### config.mk
export PLATFORM = sky130hd
export DESIGN_NAME = axi_lite_interconnect
export DESIGN_NICKNAME = d
export VERILOG_FILES = /design/src/source/axi_lite_pkg.sv /design/src/source/axi_lite_write_router.sv /design/src/source/axi_lite_read_router.sv /design/src/source/axi_lite_interconnect.sv
export SDC_FILE = /design/constraint.sdc
export NUM_CORES = 1
export LEC_CHECK = 0
export ABC_AREA = 1
export BUFFER_PORTS_ARGS = -buffer_cell sky130_fd_sc_hd__clkbuf_2
export CORE_AREA = 5 5 413 415
export CTS_CLUSTER_DIAMETER = 200
export DETAILED_ROUTE_END_ITERATION = 8
export DIE_AREA = 0 0 418 420
export PLACE_DENSITY_LB_ADDON = 0.12
export SYNTH_ARGS = -nofsm -noshare
export SYNTH_HDL_FRONTEND = slang
export SYNTH_HIERARCHICAL = 1
export SYNTH_SLANG_ARGS = --single-unit
### constraint.sdc
create_clock -name clk -period 2.6 [get_ports clk]
set_clock_uncertainty 0.05 [all_clocks]
set_input_delay 0.78 -clock clk [delete_from_list [all_inputs] [get_ports clk]]
set_output_delay 0.78 -clock clk [all_outputs]
set_load 0.02 [all_outputs]
### src/source/axi_lite_pkg.sv
// ====================
// axi-lite interconnect package
// widths, channel structs, response codes and router states
// ====================
package axi_lite_pkg;

    // bus widths
    localparam int addr_w = 32;
    localparam int data_w = 32;
    localparam int strb_w = data_w / 8;

    // port index, wide enough for up to 8 subordinates
    localparam int sel_w = 3;

    typedef logic [addr_w-1:0] addr_t;
    typedef logic [data_w-1:0] data_t;
    typedef logic [strb_w-1:0] strb_t;
    typedef logic [sel_w-1:0]  sel_t;

    // standard axi response encoding
    typedef enum logic [1:0] {
        resp_okay   = 2'b00,
        resp_exokay = 2'b01,
        resp_slverr = 2'b10,
        resp_decerr = 2'b11
    } axi_resp_e;

    // address channel, shared by aw and ar
    typedef struct packed {
        addr_t      addr;
        logic [2:0] prot;
    } aw_chan_t;

    typedef aw_chan_t ar_chan_t;

    // write data channel
    typedef struct packed {
        data_t data;
        strb_t strb;
    } w_chan_t;

    // write response channel
    typedef struct packed {
        axi_resp_e resp;
    } b_chan_t;

    // read data channel
    typedef struct packed {
        data_t     data;
        axi_resp_e resp;
    } r_chan_t;

    // write router: address, then data, then response
    typedef enum logic [1:0] {
        wr_idle = 2'b00,
        wr_data = 2'b01,
        wr_resp = 2'b10
    } wr_state_e;

    // read router: address, then response
    typedef enum logic {
        rd_idle = 1'b0,
        rd_resp = 1'b1
    } rd_state_e;

endpackage

### src/source/axi_lite_write_router.sv
// ====================
// axi-lite write router
// steers aw and w to one port and returns its b
// ====================
`timescale 1ns/1ns

module axi_lite_write_router #(
    parameter int n_ports = 6
) (
    input  logic                                 clk,
    input  logic                                 arst_n,
    input  axi_lite_pkg::sel_t                   wr_sel,

    // manager side
    input  axi_lite_pkg::aw_chan_t               m_aw,
    input  logic                                 m_aw_valid,
    output logic                                 m_aw_ready,
    input  axi_lite_pkg::w_chan_t                m_w,
    input  logic                                 m_w_valid,
    output logic                                 m_w_ready,
    output axi_lite_pkg::b_chan_t                m_b,
    output logic                                 m_b_valid,
    input  logic                                 m_b_ready,

    // subordinate side
    output axi_lite_pkg::aw_chan_t [n_ports-1:0] s_aw,
    output logic [n_ports-1:0]                   s_aw_valid,
    input  logic [n_ports-1:0]                   s_aw_ready,
    output axi_lite_pkg::w_chan_t [n_ports-1:0]  s_w,
    output logic [n_ports-1:0]                   s_w_valid,
    input  logic [n_ports-1:0]                   s_w_ready,
    input  axi_lite_pkg::b_chan_t [n_ports-1:0]  s_b,
    input  logic [n_ports-1:0]                   s_b_valid,
    output logic [n_ports-1:0]                   s_b_ready
);
    import axi_lite_pkg::*;

    wr_state_e state_q;
    wr_state_e state_d;
    sel_t      port_q;
    logic      dec_err_q;
    logic      sel_hit;
    logic      aw_fire;
    logic      w_fire;
    logic      b_fire;

    // select names an existing port
    assign sel_hit = int'(wr_sel) < n_ports;

    assign aw_fire = m_aw_valid & m_aw_ready;
    assign w_fire  = m_w_valid & m_w_ready;
    assign b_fire  = m_b_valid & m_b_ready;

    // payload goes to every port, only valid is steered
    always_comb begin
        for (int i = 0; i < n_ports; i++) begin
            s_aw[i] = m_aw;
            s_w[i]  = m_w;
        end
    end

    // aw follows the live select while idle
    always_comb begin
        s_aw_valid = '0;
        m_aw_ready = 1'b0;
        if (state_q == wr_idle && m_aw_valid) begin
            for (int i = 0; i < n_ports; i++) begin
                if (int'(wr_sel) == i) begin
                    s_aw_valid[i] = 1'b1;
                    m_aw_ready    = s_aw_ready[i];
                end
            end
            // no such port, accept here
            if (!sel_hit) begin
                m_aw_ready = 1'b1;
            end
        end
    end

    // w goes to the port latched at the aw transfer
    always_comb begin
        s_w_valid = '0;
        m_w_ready = 1'b0;
        if (state_q == wr_data && m_w_valid) begin
            if (dec_err_q) begin
                m_w_ready = 1'b1;
            end else begin
                for (int i = 0; i < n_ports; i++) begin
                    if (int'(port_q) == i) begin
                        s_w_valid[i] = 1'b1;
                        m_w_ready    = s_w_ready[i];
                    end
                end
            end
        end
    end

    // b comes back from the same port, or locally on a decode error
    always_comb begin
        s_b_ready = '0;
        m_b_valid = 1'b0;
        m_b.resp  = resp_okay;
        if (state_q == wr_resp) begin
            if (dec_err_q) begin
                m_b_valid = 1'b1;
                m_b.resp  = resp_decerr;
            end else begin
                for (int i = 0; i < n_ports; i++) begin
                    if (int'(port_q) == i) begin
                        m_b          = s_b[i];
                        m_b_valid    = s_b_valid[i];
                        s_b_ready[i] = m_b_ready;
                    end
                end
            end
        end
    end

    always_comb begin
        state_d = state_q;
        case (state_q)
            wr_idle: if (aw_fire) state_d = wr_data;
            wr_data: if (w_fire) state_d = wr_resp;
            wr_resp: if (b_fire) state_d = wr_idle;
            default: state_d = wr_idle;
        endcase
    end

    always_ff @(posedge clk or negedge arst_n) begin
        if (!arst_n) begin
            state_q   <= wr_idle;
            port_q    <= '0;
            dec_err_q <= 1'b0;
        end else begin
            state_q <= state_d;
            if (aw_fire) begin
                port_q    <= wr_sel;
                dec_err_q <= !sel_hit;
            end
        end
    end

    // never more than one subordinate addressed
    a_aw_onehot: assert property (@(posedge clk) disable iff (!arst_n)
        $onehot0(s_aw_valid));
    a_w_onehot: assert property (@(posedge clk) disable iff (!arst_n)
        $onehot0(s_w_valid));
    a_b_onehot: assert property (@(posedge clk) disable iff (!arst_n)
        $onehot0(s_b_ready));

    a_b_in_resp: assert property (@(posedge clk) disable iff (!arst_n)
        m_b_valid |-> state_q == wr_resp);

    // target stays put for w and b
    a_port_hold: assert property (@(posedge clk) disable iff (!arst_n)
        state_q != wr_idle |=> $stable(port_q) && $stable(dec_err_q));

endmodule

### src/source/axi_lite_read_router.sv
// ====================
// axi-lite read router
// steers ar to one port and returns its r
// ====================
`timescale 1ns/1ns

module axi_lite_read_router #(
    parameter int n_ports = 6
) (
    input  logic                                 clk,
    input  logic                                 arst_n,
    input  axi_lite_pkg::sel_t                   rd_sel,

    // manager side
    input  axi_lite_pkg::ar_chan_t               m_ar,
    input  logic                                 m_ar_valid,
    output logic                                 m_ar_ready,
    output axi_lite_pkg::r_chan_t                m_r,
    output logic                                 m_r_valid,
    input  logic                                 m_r_ready,

    // subordinate side
    output axi_lite_pkg::ar_chan_t [n_ports-1:0] s_ar,
    output logic [n_ports-1:0]                   s_ar_valid,
    input  logic [n_ports-1:0]                   s_ar_ready,
    input  axi_lite_pkg::r_chan_t [n_ports-1:0]  s_r,
    input  logic [n_ports-1:0]                   s_r_valid,
    output logic [n_ports-1:0]                   s_r_ready
);
    import axi_lite_pkg::*;

    rd_state_e state_q;
    rd_state_e state_d;
    sel_t      port_q;
    logic      dec_err_q;
    logic      sel_hit;
    logic      ar_fire;
    logic      r_fire;

    assign sel_hit = int'(rd_sel) < n_ports;
    assign ar_fire = m_ar_valid & m_ar_ready;
    assign r_fire  = m_r_valid & m_r_ready;

    // address broadcast
    always_comb begin
        for (int i = 0; i < n_ports; i++) begin
            s_ar[i] = m_ar;
        end
    end

    always_comb begin
        s_ar_valid = '0;
        m_ar_ready = 1'b0;
        if (state_q == rd_idle && m_ar_valid) begin
            for (int i = 0; i < n_ports; i++) begin
                if (int'(rd_sel) == i) begin
                    s_ar_valid[i] = 1'b1;
                    m_ar_ready    = s_ar_ready[i];
                end
            end
            // out of range, taken here and never forwarded
            if (!sel_hit) begin
                m_ar_ready = 1'b1;
            end
        end
    end

    // r from the latched port, zero data with decerr otherwise
    always_comb begin
        s_r_ready = '0;
        m_r_valid = 1'b0;
        m_r.data  = '0;
        m_r.resp  = resp_okay;
        if (state_q == rd_resp) begin
            if (dec_err_q) begin
                m_r_valid = 1'b1;
                m_r.resp  = resp_decerr;
            end else begin
                for (int i = 0; i < n_ports; i++) begin
                    if (int'(port_q) == i) begin
                        m_r          = s_r[i];
                        m_r_valid    = s_r_valid[i];
                        s_r_ready[i] = m_r_ready;
                    end
                end
            end
        end
    end

    always_comb begin
        state_d = state_q;
        case (state_q)
            rd_idle: if (ar_fire) state_d = rd_resp;
            rd_resp: if (r_fire) state_d = rd_idle;
            default: state_d = rd_idle;
        endcase
    end

    always_ff @(posedge clk or negedge arst_n) begin
        if (!arst_n) begin
            state_q   <= rd_idle;
            port_q    <= '0;
            dec_err_q <= 1'b0;
        end else begin
            state_q <= state_d;
            if (ar_fire) begin
                port_q    <= rd_sel;
                dec_err_q <= !sel_hit;
            end
        end
    end

    a_ar_onehot: assert property (@(posedge clk) disable iff (!arst_n)
        $onehot0(s_ar_valid));

    a_r_in_resp: assert property (@(posedge clk) disable iff (!arst_n)
        m_r_valid |-> state_q == rd_resp);

endmodule

### src/source/axi_lite_interconnect.sv
// ====================
// axi-lite interconnect
// one manager to n_ports subordinates, write and read in parallel
// ====================
`timescale 1ns/1ns

module axi_lite_interconnect #(
    parameter int n_ports = 6
) (
    input  logic                                 clk,
    input  logic                                 arst_n,
    input  axi_lite_pkg::sel_t                   wr_sel,
    input  axi_lite_pkg::sel_t                   rd_sel,

    // manager write
    input  axi_lite_pkg::aw_chan_t               m_aw,
    input  logic                                 m_aw_valid,
    output logic                                 m_aw_ready,
    input  axi_lite_pkg::w_chan_t                m_w,
    input  logic                                 m_w_valid,
    output logic                                 m_w_ready,
    output axi_lite_pkg::b_chan_t                m_b,
    output logic                                 m_b_valid,
    input  logic                                 m_b_ready,

    // manager read
    input  axi_lite_pkg::ar_chan_t               m_ar,
    input  logic                                 m_ar_valid,
    output logic                                 m_ar_ready,
    output axi_lite_pkg::r_chan_t                m_r,
    output logic                                 m_r_valid,
    input  logic                                 m_r_ready,

    // subordinate write
    output axi_lite_pkg::aw_chan_t [n_ports-1:0] s_aw,
    output logic [n_ports-1:0]                   s_aw_valid,
    input  logic [n_ports-1:0]                   s_aw_ready,
    output axi_lite_pkg::w_chan_t [n_ports-1:0]  s_w,
    output logic [n_ports-1:0]                   s_w_valid,
    input  logic [n_ports-1:0]                   s_w_ready,
    input  axi_lite_pkg::b_chan_t [n_ports-1:0]  s_b,
    input  logic [n_ports-1:0]                   s_b_valid,
    output logic [n_ports-1:0]                   s_b_ready,

    // subordinate read
    output axi_lite_pkg::ar_chan_t [n_ports-1:0] s_ar,
    output logic [n_ports-1:0]                   s_ar_valid,
    input  logic [n_ports-1:0]                   s_ar_ready,
    input  axi_lite_pkg::r_chan_t [n_ports-1:0]  s_r,
    input  logic [n_ports-1:0]                   s_r_valid,
    output logic [n_ports-1:0]                   s_r_ready
);

    // write path, aw/w/b
    axi_lite_write_router #(
        .n_ports (n_ports)
    ) u_write_router (
        .clk        (clk),
        .arst_n     (arst_n),
        .wr_sel     (wr_sel),
        .m_aw       (m_aw),
        .m_aw_valid (m_aw_valid),
        .m_aw_ready (m_aw_ready),
        .m_w        (m_w),
        .m_w_valid  (m_w_valid),
        .m_w_ready  (m_w_ready),
        .m_b        (m_b),
        .m_b_valid  (m_b_valid),
        .m_b_ready  (m_b_ready),
        .s_aw       (s_aw),
        .s_aw_valid (s_aw_valid),
        .s_aw_ready (s_aw_ready),
        .s_w        (s_w),
        .s_w_valid  (s_w_valid),
        .s_w_ready  (s_w_ready),
        .s_b        (s_b),
        .s_b_valid  (s_b_valid),
        .s_b_ready  (s_b_ready)
    );

    // read path, independent of the write path
    axi_lite_read_router #(
        .n_ports (n_ports)
    ) u_read_router (
        .clk        (clk),
        .arst_n     (arst_n),
        .rd_sel     (rd_sel),
        .m_ar       (m_ar),
        .m_ar_valid (m_ar_valid),
        .m_ar_ready (m_ar_ready),
        .m_r        (m_r),
        .m_r_valid  (m_r_valid),
        .m_r_ready  (m_r_ready),
        .s_ar       (s_ar),
        .s_ar_valid (s_ar_valid),
        .s_ar_ready (s_ar_ready),
        .s_r        (s_r),
        .s_r_valid  (s_r_valid),
        .s_r_ready  (s_r_ready)
    );

endmodule

==> results.md, run 1 <==
Finish:
- At the end of the flow the core is filled with cells to 5.637%.
- The multi-input combinational cells in the finished layout cover a total of 0.002535 mm2.
- From synthesis to final layout, the design area changed by 24.51%.
- Once layout is done, the placed cells without fillers occupy 0.009374 mm2.
- The layout filler cell count is 19920.
- The number of nets in the layout is 1341.
- Cells with a size suffix above 1 make up 61.03% of the layout.
- The count of cells in the finished layout, fillers not included, comes to 3185.
- Across the whole layout, storage elements account for 279.0 um2.

Setup path:
- The endpoint class of the critical path is an output pin.
- Traced cell by cell, the critical path runs through buf_4 > nand2_2 > clkinv_4 > buf_12 > a21oi_2 > a41oi_2 > buf_4 > clkbuf_8.
- The required time at the endpoint of the critical path is 1.77 ns.
- Counting cells, the worst reg-to-reg path comes to 10.
- The critical path contains buffers and inverters numbering 5 combined.
- The dominant delay contributor by cell family on the critical path is buffers and inverters.
- The largest individual stage delay along the critical path comes from the cell sky130_fd_sc_hd__dfrtp_1.
- The startpoint type of the worst setup path is a register.
- Data arrives at the worst endpoint at 2.01 ns.
- The maximum net fanout on the critical path is 8.
- In this design, the stage delay of the slowest critical-path cell is 0.42 ns.
- The classification of the worst setup path is reg2out.
- Counting stages on the worst path, the most repeated cell is sky130_fd_sc_hd__buf_4.
- The number of stages on the worst setup path is 8.

Timing:
- Setup violations remaining at the end of the flow were counted as 35.
- The tightest hold path in the finished design has a slack of 0.4066 ns.
- The accumulated negative setup slack is -4.439 ns.
- The final hold violation count is 0.
- The final critical path takes up 109.4% of the cycle.
- For this run, the top clock speed supported by timing is 351.7 MHz.
- Setup repair after global routing could not meet its margin everywhere.
- After layout, the minimum clock period comes to 2.844 ns.
- The worst max-slew margin expressed relative to the limit is 69.57%.
- At the pin with the least slew margin, the transition time is 0.4565 ns.
- The smallest setup slack after layout is -0.2436 ns.
- The max-slew violation total from the final report is 0.

Power:
- The switching share of power is 55.95%.
- The maximum VDD drop is 0.2699 mV.
- The power per cell area is 810.2 mW/mm2.
- After layout, the design draws a total of 7.595 mW.
- The clock network fraction of design power is 4.2%.
- The internal power of the cells totals 3.346 mW.
- The part of the power in registers is 5.2%.
- In this run the power spent charging and discharging nets is 4.250 mW.
- The analysis attributes to cell leakage a power of 3.536 nW.
- The combinational power share is 90.5%.

Synth:
- The per-instance average area after synthesis is 6.435 um2.
- The share of the yosys chip area belonging to registers is 3.656%.
- The number of nets in the synthesized netlist is 1535.
- The combined area of all synthesized cells is 0.007528 mm2.
- The number of different library cells in the post-synthesis netlist is 24.
- The number of warnings printed during yosys synthesis is 6.
- The cell count after synthesis is 1170.
- The flip-flop and latch count after synthesis is 11.

Placed design:
- Summed over all nets, the half-perimeter wirelength after detailed placement is 52590 um.
- Prior to clock tree synthesis, the placed netlist has a worst setup slack of -0.3127 ns.
- The placed cell count is 3146.
- The cell area after placement is 0.008122 mm2.
- The quantity of I/O buffers inserted on ports is 329.
- At the end of routability-driven placement, the weighted congestion stood at 0.7085.

Global route:
- Entering global routing, the biggest net connects 34 pins.
- After global routing the overflow that remains totals 0.
- The wire length of the first global-routing pass is 72220 um.
- The via count of the first global-routing pass is 6711.
- The overall track demand over capacity in global routing is 6.227%.
- The number of antenna violations at the first check in global routing came to 22.

Detailed routing:
- The final layout contains routed wiring with a total length of 61490 um.
- The residual antenna-violating net count after detailed routing is 0.
- The detailed router finished its first iteration with 207 violations.
- The number of vias after detailed routing is 6205.
- For this run, design rule violations remaining after detail routing come to 0.
- After detailed routing, the average wire length per cell comes to 19.31 um.
- Using the TritonRoute via totals, the vias-per-cell ratio works out to 1.948.
- For this run, the detailed router's first-pass iteration total came to 7.

Clock network:
- The TritonCTS clock tree is yes.
- The source-to-sink clock delay at the later pin of the worst-skew pair is 0.26 ns.
- Clock-pin slew was measured on the worst setup and hold paths at 0.05 ns.
- Counting along the longest clock path gives a buffer depth of 2.
- In this run the number of H-tree levels came out at 1.
- The library cell used as clock root buffer is sky130_fd_sc_hd__clkbuf_16.
- CTS saw 11 sinks.
- TritonCTS created 3 clock buffers.
- The hold buffer count at cts is 0.

Die:
- The region available for standard cell placement spans 0.1663 mm2.
- The overall die area is 0.1756 mm2.
- 1072 I/O pins were placed.
- Once the floorplan was initialized, standard cells occupied 4.527% of the core.
- After floorplanning, the core was divided into 150 placement rows.
- The die extent in y is 420 um.
- From left edge to right edge, the die measures 418 um.

Flow run:
- The max-cap check violation count is 0.

Outcome:
- The flow ran to the end, but the final reports show violations.
- The final reports fail on negative setup slack.

Hold path:
- The path class of the tightest hold or removal check is in2async.
flip-flops by register name, indices dropped and copies added (netlist names):
signal                    flops
u_write_router/port_q         3
u_write_router/dec_err_q      1
u_read_router/dec_err_q       1
u_read_router/state_q         1
u_read_router/port_q          3
u_write_router/state_q        2
synthesized netlist by cell type, drive strengths merged:
library cell    n  area, um2
o21ai          38      193.9
nand3          31      165.2
inv            83      314.0
and2            1      6.260
clkbuf          7      26.28
dfrtp          11      275.3
nand4          16      100.1
a41oi          32      280.3
nand2         129      491.7
buf           661       4902
nor4           10      62.56
nor3           21      130.1
nor2           63      241.5
a21oi          67      339.1
timing repair:
action,in CTS,in global routing
gates resized for setup,138,123
endpoints found under the setup margin,50,50
buffers inserted,19,9
gates cloned,1,3
pin swaps,24,26
worst paths after layout:
path	start	to	slack, ns
hold reg to reg	u_read_router/state_q	u_read_router/state_q	0.47
hold / removal	arst_n	u_read_router/dec_err_q	0.41
max in group asynchronous	arst_n	u_write_router/port_q[2]	1.74
min in group clk	u_read_router/state_q	u_read_router/state_q	0.47
setup reg to reg	u_write_router/port_q[0]	u_write_router/state_q[0]	0.76
setup / recovery	u_read_router/port_q[2]	m_r[20]	-0.24
placed cells by master, fill, tap and decap left out, types with 8 or more instances in the layout:
master / n
sky130_fd_sc_hd__clkbuf_2: 276
sky130_fd_sc_hd__a21oi_1: 47
sky130_fd_sc_hd__nor3_1: 12
sky130_fd_sc_hd__buf_12: 22
sky130_fd_sc_hd__clkbuf_8: 10
sky130_fd_sc_hd__o21ai_0: 31
sky130_fd_sc_hd__buf_6: 27
sky130_fd_sc_hd__nand3_1: 22
sky130_fd_sc_hd__a41oi_2: 19
sky130_fd_sc_hd__nand2_2: 10
sky130_fd_sc_hd__nand4_1: 16
sky130_fd_sc_hd__nand2_1: 117
sky130_fd_sc_hd__inv_1: 63
sky130_fd_sc_hd__nor2_1: 41
sky130_fd_sc_hd__nor2_2: 17
sky130_fd_sc_hd__a41oi_1: 12
sky130_fd_sc_hd__inv_2: 12
sky130_fd_sc_hd__a21oi_2: 17
sky130_fd_sc_hd__buf_4: 126
sky130_fd_sc_hd__dfrtp_1: 8
worst reg2reg max path: stages, from the launching register on:
cell and delay [ns]:
sky130_fd_sc_hd__dfrtp_2 0.51, sky130_fd_sc_hd__buf_6 0.18, sky130_fd_sc_hd__nor3_2 0.09, sky130_fd_sc_hd__buf_4 0.16
sky130_fd_sc_hd__nand2_1 0.07, sky130_fd_sc_hd__nand4_1 0.19, sky130_fd_sc_hd__nand2_2 0.09, sky130_fd_sc_hd__buf_4 0.14
sky130_fd_sc_hd__buf_4 0.14, sky130_fd_sc_hd__nand2_1 0.07, sky130_fd_sc_hd__nand2_1 0.05
power by group through the flow:
stage               Sequential [mW]  Combinational, mW  Clock [mW]
finish                        0.397               6.88       0.321
global route                  0.421               7.46       0.349
CTS                           0.409               6.40       0.348
detailed placement            0.401               5.55           0
global placement              0.402               5.62           0
floorplan                     0.325               3.63           0
layer usage:
metal  global-route usage [%]  vias to the layer above  routed length (um)
met5                   0.4446                        -                 134
met4                    1.652                       14                1568
met3                    5.333                      130               10780
met2                    9.601                      618               28270
met1                    6.290                     2743               20740
li1                         -                     2700                   -
final cells by class:
cell class,instances,area share [%]
well taps,2204,29.42
diodes,6,0.1602
multi-input cells,408,27.04
clock buffers,4,0.8409
inverters,83,3.590
repair buffers,469,35.97
flip-flops and latches,11,2.977
cells by family (layout without fill, tap and decap cells):
| family | count (synthesis) | count (layout) | synth area share (%) |
|---|---|---|---|
| flops | 11 | 11 | 3.656 |
| buf+inv | 751 | 556 | 69.64 |
| compound gates | 137 | 137 | 10.80 |
| simple gates | 271 | 271 | 15.91 |
| other cells | 0 | 6 | 0 |
(Power assumes the default switching activity.)
==> run 2, diff against run 1 <==
--- a/config.mk
+++ b/config.mk
@@ -5,12 +5,12 @@
 export SDC_FILE = /design/constraint.sdc
 export NUM_CORES = 1
 export LEC_CHECK = 0
-export ABC_AREA = 1
+export ABC_AREA = 0
 export BUFFER_PORTS_ARGS = -buffer_cell sky130_fd_sc_hd__clkbuf_2
-export CORE_AREA = 5 5 413 415
+export CORE_AREA = 5 5 410 412
 export CTS_CLUSTER_DIAMETER = 200
 export DETAILED_ROUTE_END_ITERATION = 8
-export DIE_AREA = 0 0 418 420
+export DIE_AREA = 0 0 415 417
 export PLACE_DENSITY_LB_ADDON = 0.12
 export SYNTH_ARGS = -nofsm -noshare
 export SYNTH_HDL_FRONTEND = slang
==> constraint.sdc (replaced) <==
create_clock -name clk -period 2.6 [get_ports clk]
set_clock_uncertainty 0.05 [all_clocks]
set_input_delay 0.78 -clock clk [delete_from_list [all_inputs] [get_ports clk]]
set_output_delay 0.78 -clock clk [all_outputs]
set_load 0.1 [all_outputs]
==> run 2 against run 1 <==
  * The run still ends with negative setup slack left
  * Register-to-register slack lost 0.39 ns
  * Maximum frequency down 4.7%
  * Worst setup slack lost 0.14 ns
  * Flip-flop and latch count unchanged
  * Clock power down 8.4%
  * Final cell count shrank 4.4%
  * Combinational power increased by 70%
  * Die area is 1.4% lower
  * Critical path depth shrank 1
  * Sequential power increased by 11%
  * Sequential share of layout area shrank 0.54 points
==> results.md, run 2 <==
Synth:
- The cell count after synthesis came to 1050 (-10%).
- The most repeated cell in the gate-level netlist after synthesis is sky130_fd_sc_hd__buf_4.
- The fraction of registers with async set or reset after synthesis is 100.0% (unchanged).
- The cell type with the largest total area after synthesis is sky130_fd_sc_hd__buf_4.
- The post-synth net total is 1415 (-7.8%).
- The flip-flop and latch count after synthesis is 11 (unchanged).
- By count the netlist is led by 643 x sky130_fd_sc_hd__buf_4, 68 x sky130_fd_sc_hd__nor2_1, 41 x sky130_fd_sc_hd__a21oi_1.
- The number of warnings printed during yosys synthesis is 6 (unchanged).
- For this run, the leading register cell type out of synthesis is sky130_fd_sc_hd__dfrtp_1.
- In the post-synthesis netlist, the biggest area contributors are sky130_fd_sc_hd__buf_4 61%, sky130_fd_sc_hd__mux2_2 5.0%, sky130_fd_sc_hd__mux2i_1 4.7%.
- The number of different library cells in the post-synthesis netlist is 54 (+130%).
- The number of enable-type register cells in the synthesized netlist is 0 (unchanged).
- The share of the yosys chip area belonging to registers is 3.500% (-0.16 points).
- The combined area of all synthesized cells came to 0.007864 mm2 (+4.5%).
- The per-instance average area after synthesis came to 7.489 um2 (+16%).
- The top cell type's share of synthesized area is 61.38% (-2.1 points).

Outcome:
- The run finished, with violations left.
- The checks that failed: negative setup slack.

Clock network:
- The source-to-sink clock delay at the later pin of the worst-skew pair is 0.25 ns (about the same).
- TritonCTS built the clock tree.
- The library cell used as clock root buffer is sky130_fd_sc_hd__clkbuf_16.
- The total CTS buffers is 3 (unchanged).
- The depth of the CTS H-tree came to 1 (unchanged).
- The maximum clock path buffer count was 2 (unchanged).
- The hold buffer count at cts is 0 (unchanged).
- The clock slew seen by the registers of the worst setup and hold paths is 0.05 ns (about the same).
- The total clock sinks is 11 (unchanged).

Global route:
- The number of antenna violations at the first check in global routing came to 2 (-91%).
- The wire length of the first global-routing pass is 58020 um (-20%).
- The global-route congestion overflow total is 0 (unchanged).
- The overall track demand over capacity in global routing is 4.717% (-1.5 points).
- The via count of the first global-routing pass came to 6647 (-0.95%).
- The largest net degree at the start of global routing is 37 (+8.8%).

Setup path:
- The required time at the endpoint of the critical path was 1.77 ns (about the same).
- STA classifies the critical path startpoint as a register.
- In this design, the critical path's most frequently occurring cell is sky130_fd_sc_hd__buf_12.
- On the critical path, the stage with the largest delay is an instance of sky130_fd_sc_hd__dfrtp_4.
- The critical path is of the reg2out type.
- The data arrival time at the worst-slack endpoint is 2.15 ns (+0.14 ns).
- The largest stage delay on the critical path is 0.48 ns (+0.06 ns).
- The maximum net fanout on the critical path came to 9 (+1).
- The worst setup path is captured at an output pin.
- The cell depth of the worst flop-to-flop path was 11 (+1).
- The signal on the critical path passes through buf_12 > buf_4 > mux2_2 > a221oi_2 > a21oi_2 > o21a_2 > buf_12.

Detailed routing:
- The number of DRC violations after detailed routing is 0 (unchanged).
- The number of search-and-repair iterations in the first detailed-routing pass came to 5 (-2).
- The number of vias after detailed routing is 5629 (-9.3%).
- The routed length on met1 is 13980 um (-33%).
- The number of violations reported at the end of detailed-routing iteration 0 is 156 (-25%).
- The met2 wire length is 23170 um (-18%).
- The highest metal layer with signal wires is met5.
- The met3 routed wirelength came to 5396 um (-50%).
- The routed wire length per instance was 14.42 um (-25%).
- The residual antenna-violating net count after detailed routing is 0 (unchanged).
- The wire length after detailed routing was 43910 um (-29%).
- The vias per cell is 1.849 (-5.1%).

Timing:
- The worst max-slew margin expressed relative to the limit is 72.08% (+2.5 points).
- Setup repair after global routing could not meet its margin everywhere.
- The accumulated negative setup slack is -11.92 ns (-7.481 ns).
- The worst-case hold slack is 0.3973 ns (-0.009342 ns).
- The final worst-path cycle share came to 114.8% (+5.4 points).
- The transition time at the pin with the least slew margin is 0.4189 ns (-0.03764 ns).
- The smallest setup slack after layout is -0.3844 ns (-0.1408 ns).
- The final hold violation count came to 0 (unchanged).
- The final setup violation count is 45 (+29%).
- The max-slew violation total from the final report was 0 (unchanged).
- The minimum clock period is 2.984 ns (+0.1408 ns).
- The fmax was 335.1 MHz (-4.7%).

Hold path:
- The type of the worst min-delay path is in2async.

Finish:
- The number of nets in the layout is 1221 (-8.9%).
- The largest registers in the layout are u_read_router/port_q x3, u_write_router/port_q x3, u_write_router/state_q x2.
- The utilization after layout is 7.206% (+1.6 points).
- The share of post-route cells with drive strength above 1 came to 85.73% (+25 points).
- Leaving out fill and tap cells, the most frequent cell in the layout is sky130_fd_sc_hd__clkbuf_2.
- The library cells used most frequently in the layout, excluding fill and tap cells, are 252 x sky130_fd_sc_hd__clkbuf_2, 101 x sky130_fd_sc_hd__buf_12, 94 x sky130_fd_sc_hd__buf_4, 37 x sky130_fd_sc_hd__nor2_1, 33 x sky130_fd_sc_hd__a211oi_4.
- The layout overhead on the synthesized area is 50.33%.

Placed design:
- The final weighted congestion in routability-driven placement was 0.7288 (+2.9%).
- The quantity of I/O buffers inserted on ports is 329 (unchanged).
- The setup slack at placement is -0.3629 ns (-0.05023 ns).
- The final HPWL from detailed placement is 37990 um (-28%).

Die:
- The overall die area is 0.1731 mm2 (-1.4%).
- The core area came to 0.1641 mm2 (-1.3%).
- The total I/O pin count is 1072 (unchanged).
- The x dimension of the die is 415 um (-0.72%).
- The die extent in y came to 417 um (-0.71%).
- The starting density of the core is 4.793% (+0.27 points).
- The total number of placement rows was 149 (-0.67%).

Power:
- The combinational power share is 94.1% (+3.6 points).
- The clock network fraction of design power is 2.4% (-1.8 points).
- The power per cell area is 1054 mW/mm2 (+30%).
- The maximum VDD drop is 0.4136 mV (+53%).
- The static leakage power came to 4.005 nW (+13%).
- The part of the power in registers came to 3.6% (-1.6 points).
- The switching share of power is 55.89% (-0.057 points).
- The switching power total was 6.963 mW (+64%).
- The internal power is 5.494 mW (+64%).

Flow run:
- The max-cap check violation count was 0 (unchanged).
==> run 2: changes by cell type after synthesis, moves of 11 or more <==
cell                       before  now
sky130_fd_sc_hd__a211oi_1       0   33
sky130_fd_sc_hd__a21oi_1       66   41
sky130_fd_sc_hd__a221oi_1       0   35
sky130_fd_sc_hd__a41oi_1       32    0
sky130_fd_sc_hd__inv_1         73    6
sky130_fd_sc_hd__mux2_2         0   35
sky130_fd_sc_hd__mux2i_1        0   37
sky130_fd_sc_hd__nand2_1      126    9
sky130_fd_sc_hd__nand2b_1       0   11
sky130_fd_sc_hd__nand3_1       29    3
sky130_fd_sc_hd__nand4_1       16    0
sky130_fd_sc_hd__o21ai_0       35    2
==> run 2: cells by family after synthesis <==
group,Yosys count,synth area share (%)
buffers and inverters,688,64.50
AO/OA/AOI/OAI,149,13.81
AND/OR/NAND/NOR,128,8.131
multiplexers,74,10.06
flip-flops,11,3.500
==> run 2: final timing paths <==
check	from	endpoint	slack, ns
max	u_read_router/port_q[2]	m_r_valid	-0.38
max reg2reg	u_write_router/port_q[1]	u_write_router/state_q[1]	0.37
min	arst_n	u_write_router/state_q[0]	0.40
min reg2reg	u_write_router/dec_err_q	u_write_router/dec_err_q	0.61
min in group clk	u_write_router/dec_err_q	u_write_router/dec_err_q	0.61
max in group asynchronous	arst_n	u_read_router/port_q[0]	1.79
==> run 2: cell type report <==
class                           count  area, um2
Fill cell                       19240     152200
Timing Repair Buffer              482       4543
Multi-Input combinational cell    351       4133
Tap cell                         2189       2739
Sequential cell                    11      287.8
Clock buffer                        4      78.83
Inverter                            7      37.54
Antenna cell                        1      2.502
==> run 2: repair_timing <==
action                     in CTS  in global routing
pin swaps                      34                 69
buffers inserted               30                 17
setup endpoints to repair      58                 58
resized for setup             105                 84
cloned                          3                  3
==> run 2: worst max-delay path, delay by kind of cell, from the launching register on <==
| kind | cells | cell delay, ns |
|---|---|---|
| buf+inv | 3 | 0.53 |
| compound gates | 3 | 0.54 |
| mux | 1 | 0.35 |
| flops | 1 | 0.48 |
==> run 2: power by group through the flow <==
stage          registers (mW)  logic (mW)  clock network, mW
5_1_grt                 0.465        12.4              0.320
3_5_place_dp            0.476        10.4                  0
6_report                0.442        11.7              0.294
4_1_cts                 0.470        11.7              0.309
2_1_floorplan           0.320        10.7                  0
3_3_place_gp            0.470        10.5                  0
==> run 2: stage by stage <==
step	instance area, um2	cells	power [mW]
after floorplan	9046	1050	11.05
after global placement	10500	3015	10.95
after detailed placement	10500	3015	10.91
after CTS	11400	3048	12.45
after global routing	11820	3045	13.23
final	11820	3045	12.46
==> run 2: routing by layer <==
layer	track usage, %	up-vias
li1	-	2441
met1	4.527	2625
met2	8.610	453
met3	2.560	108
met4	1.387	2
met5	0.5835	-
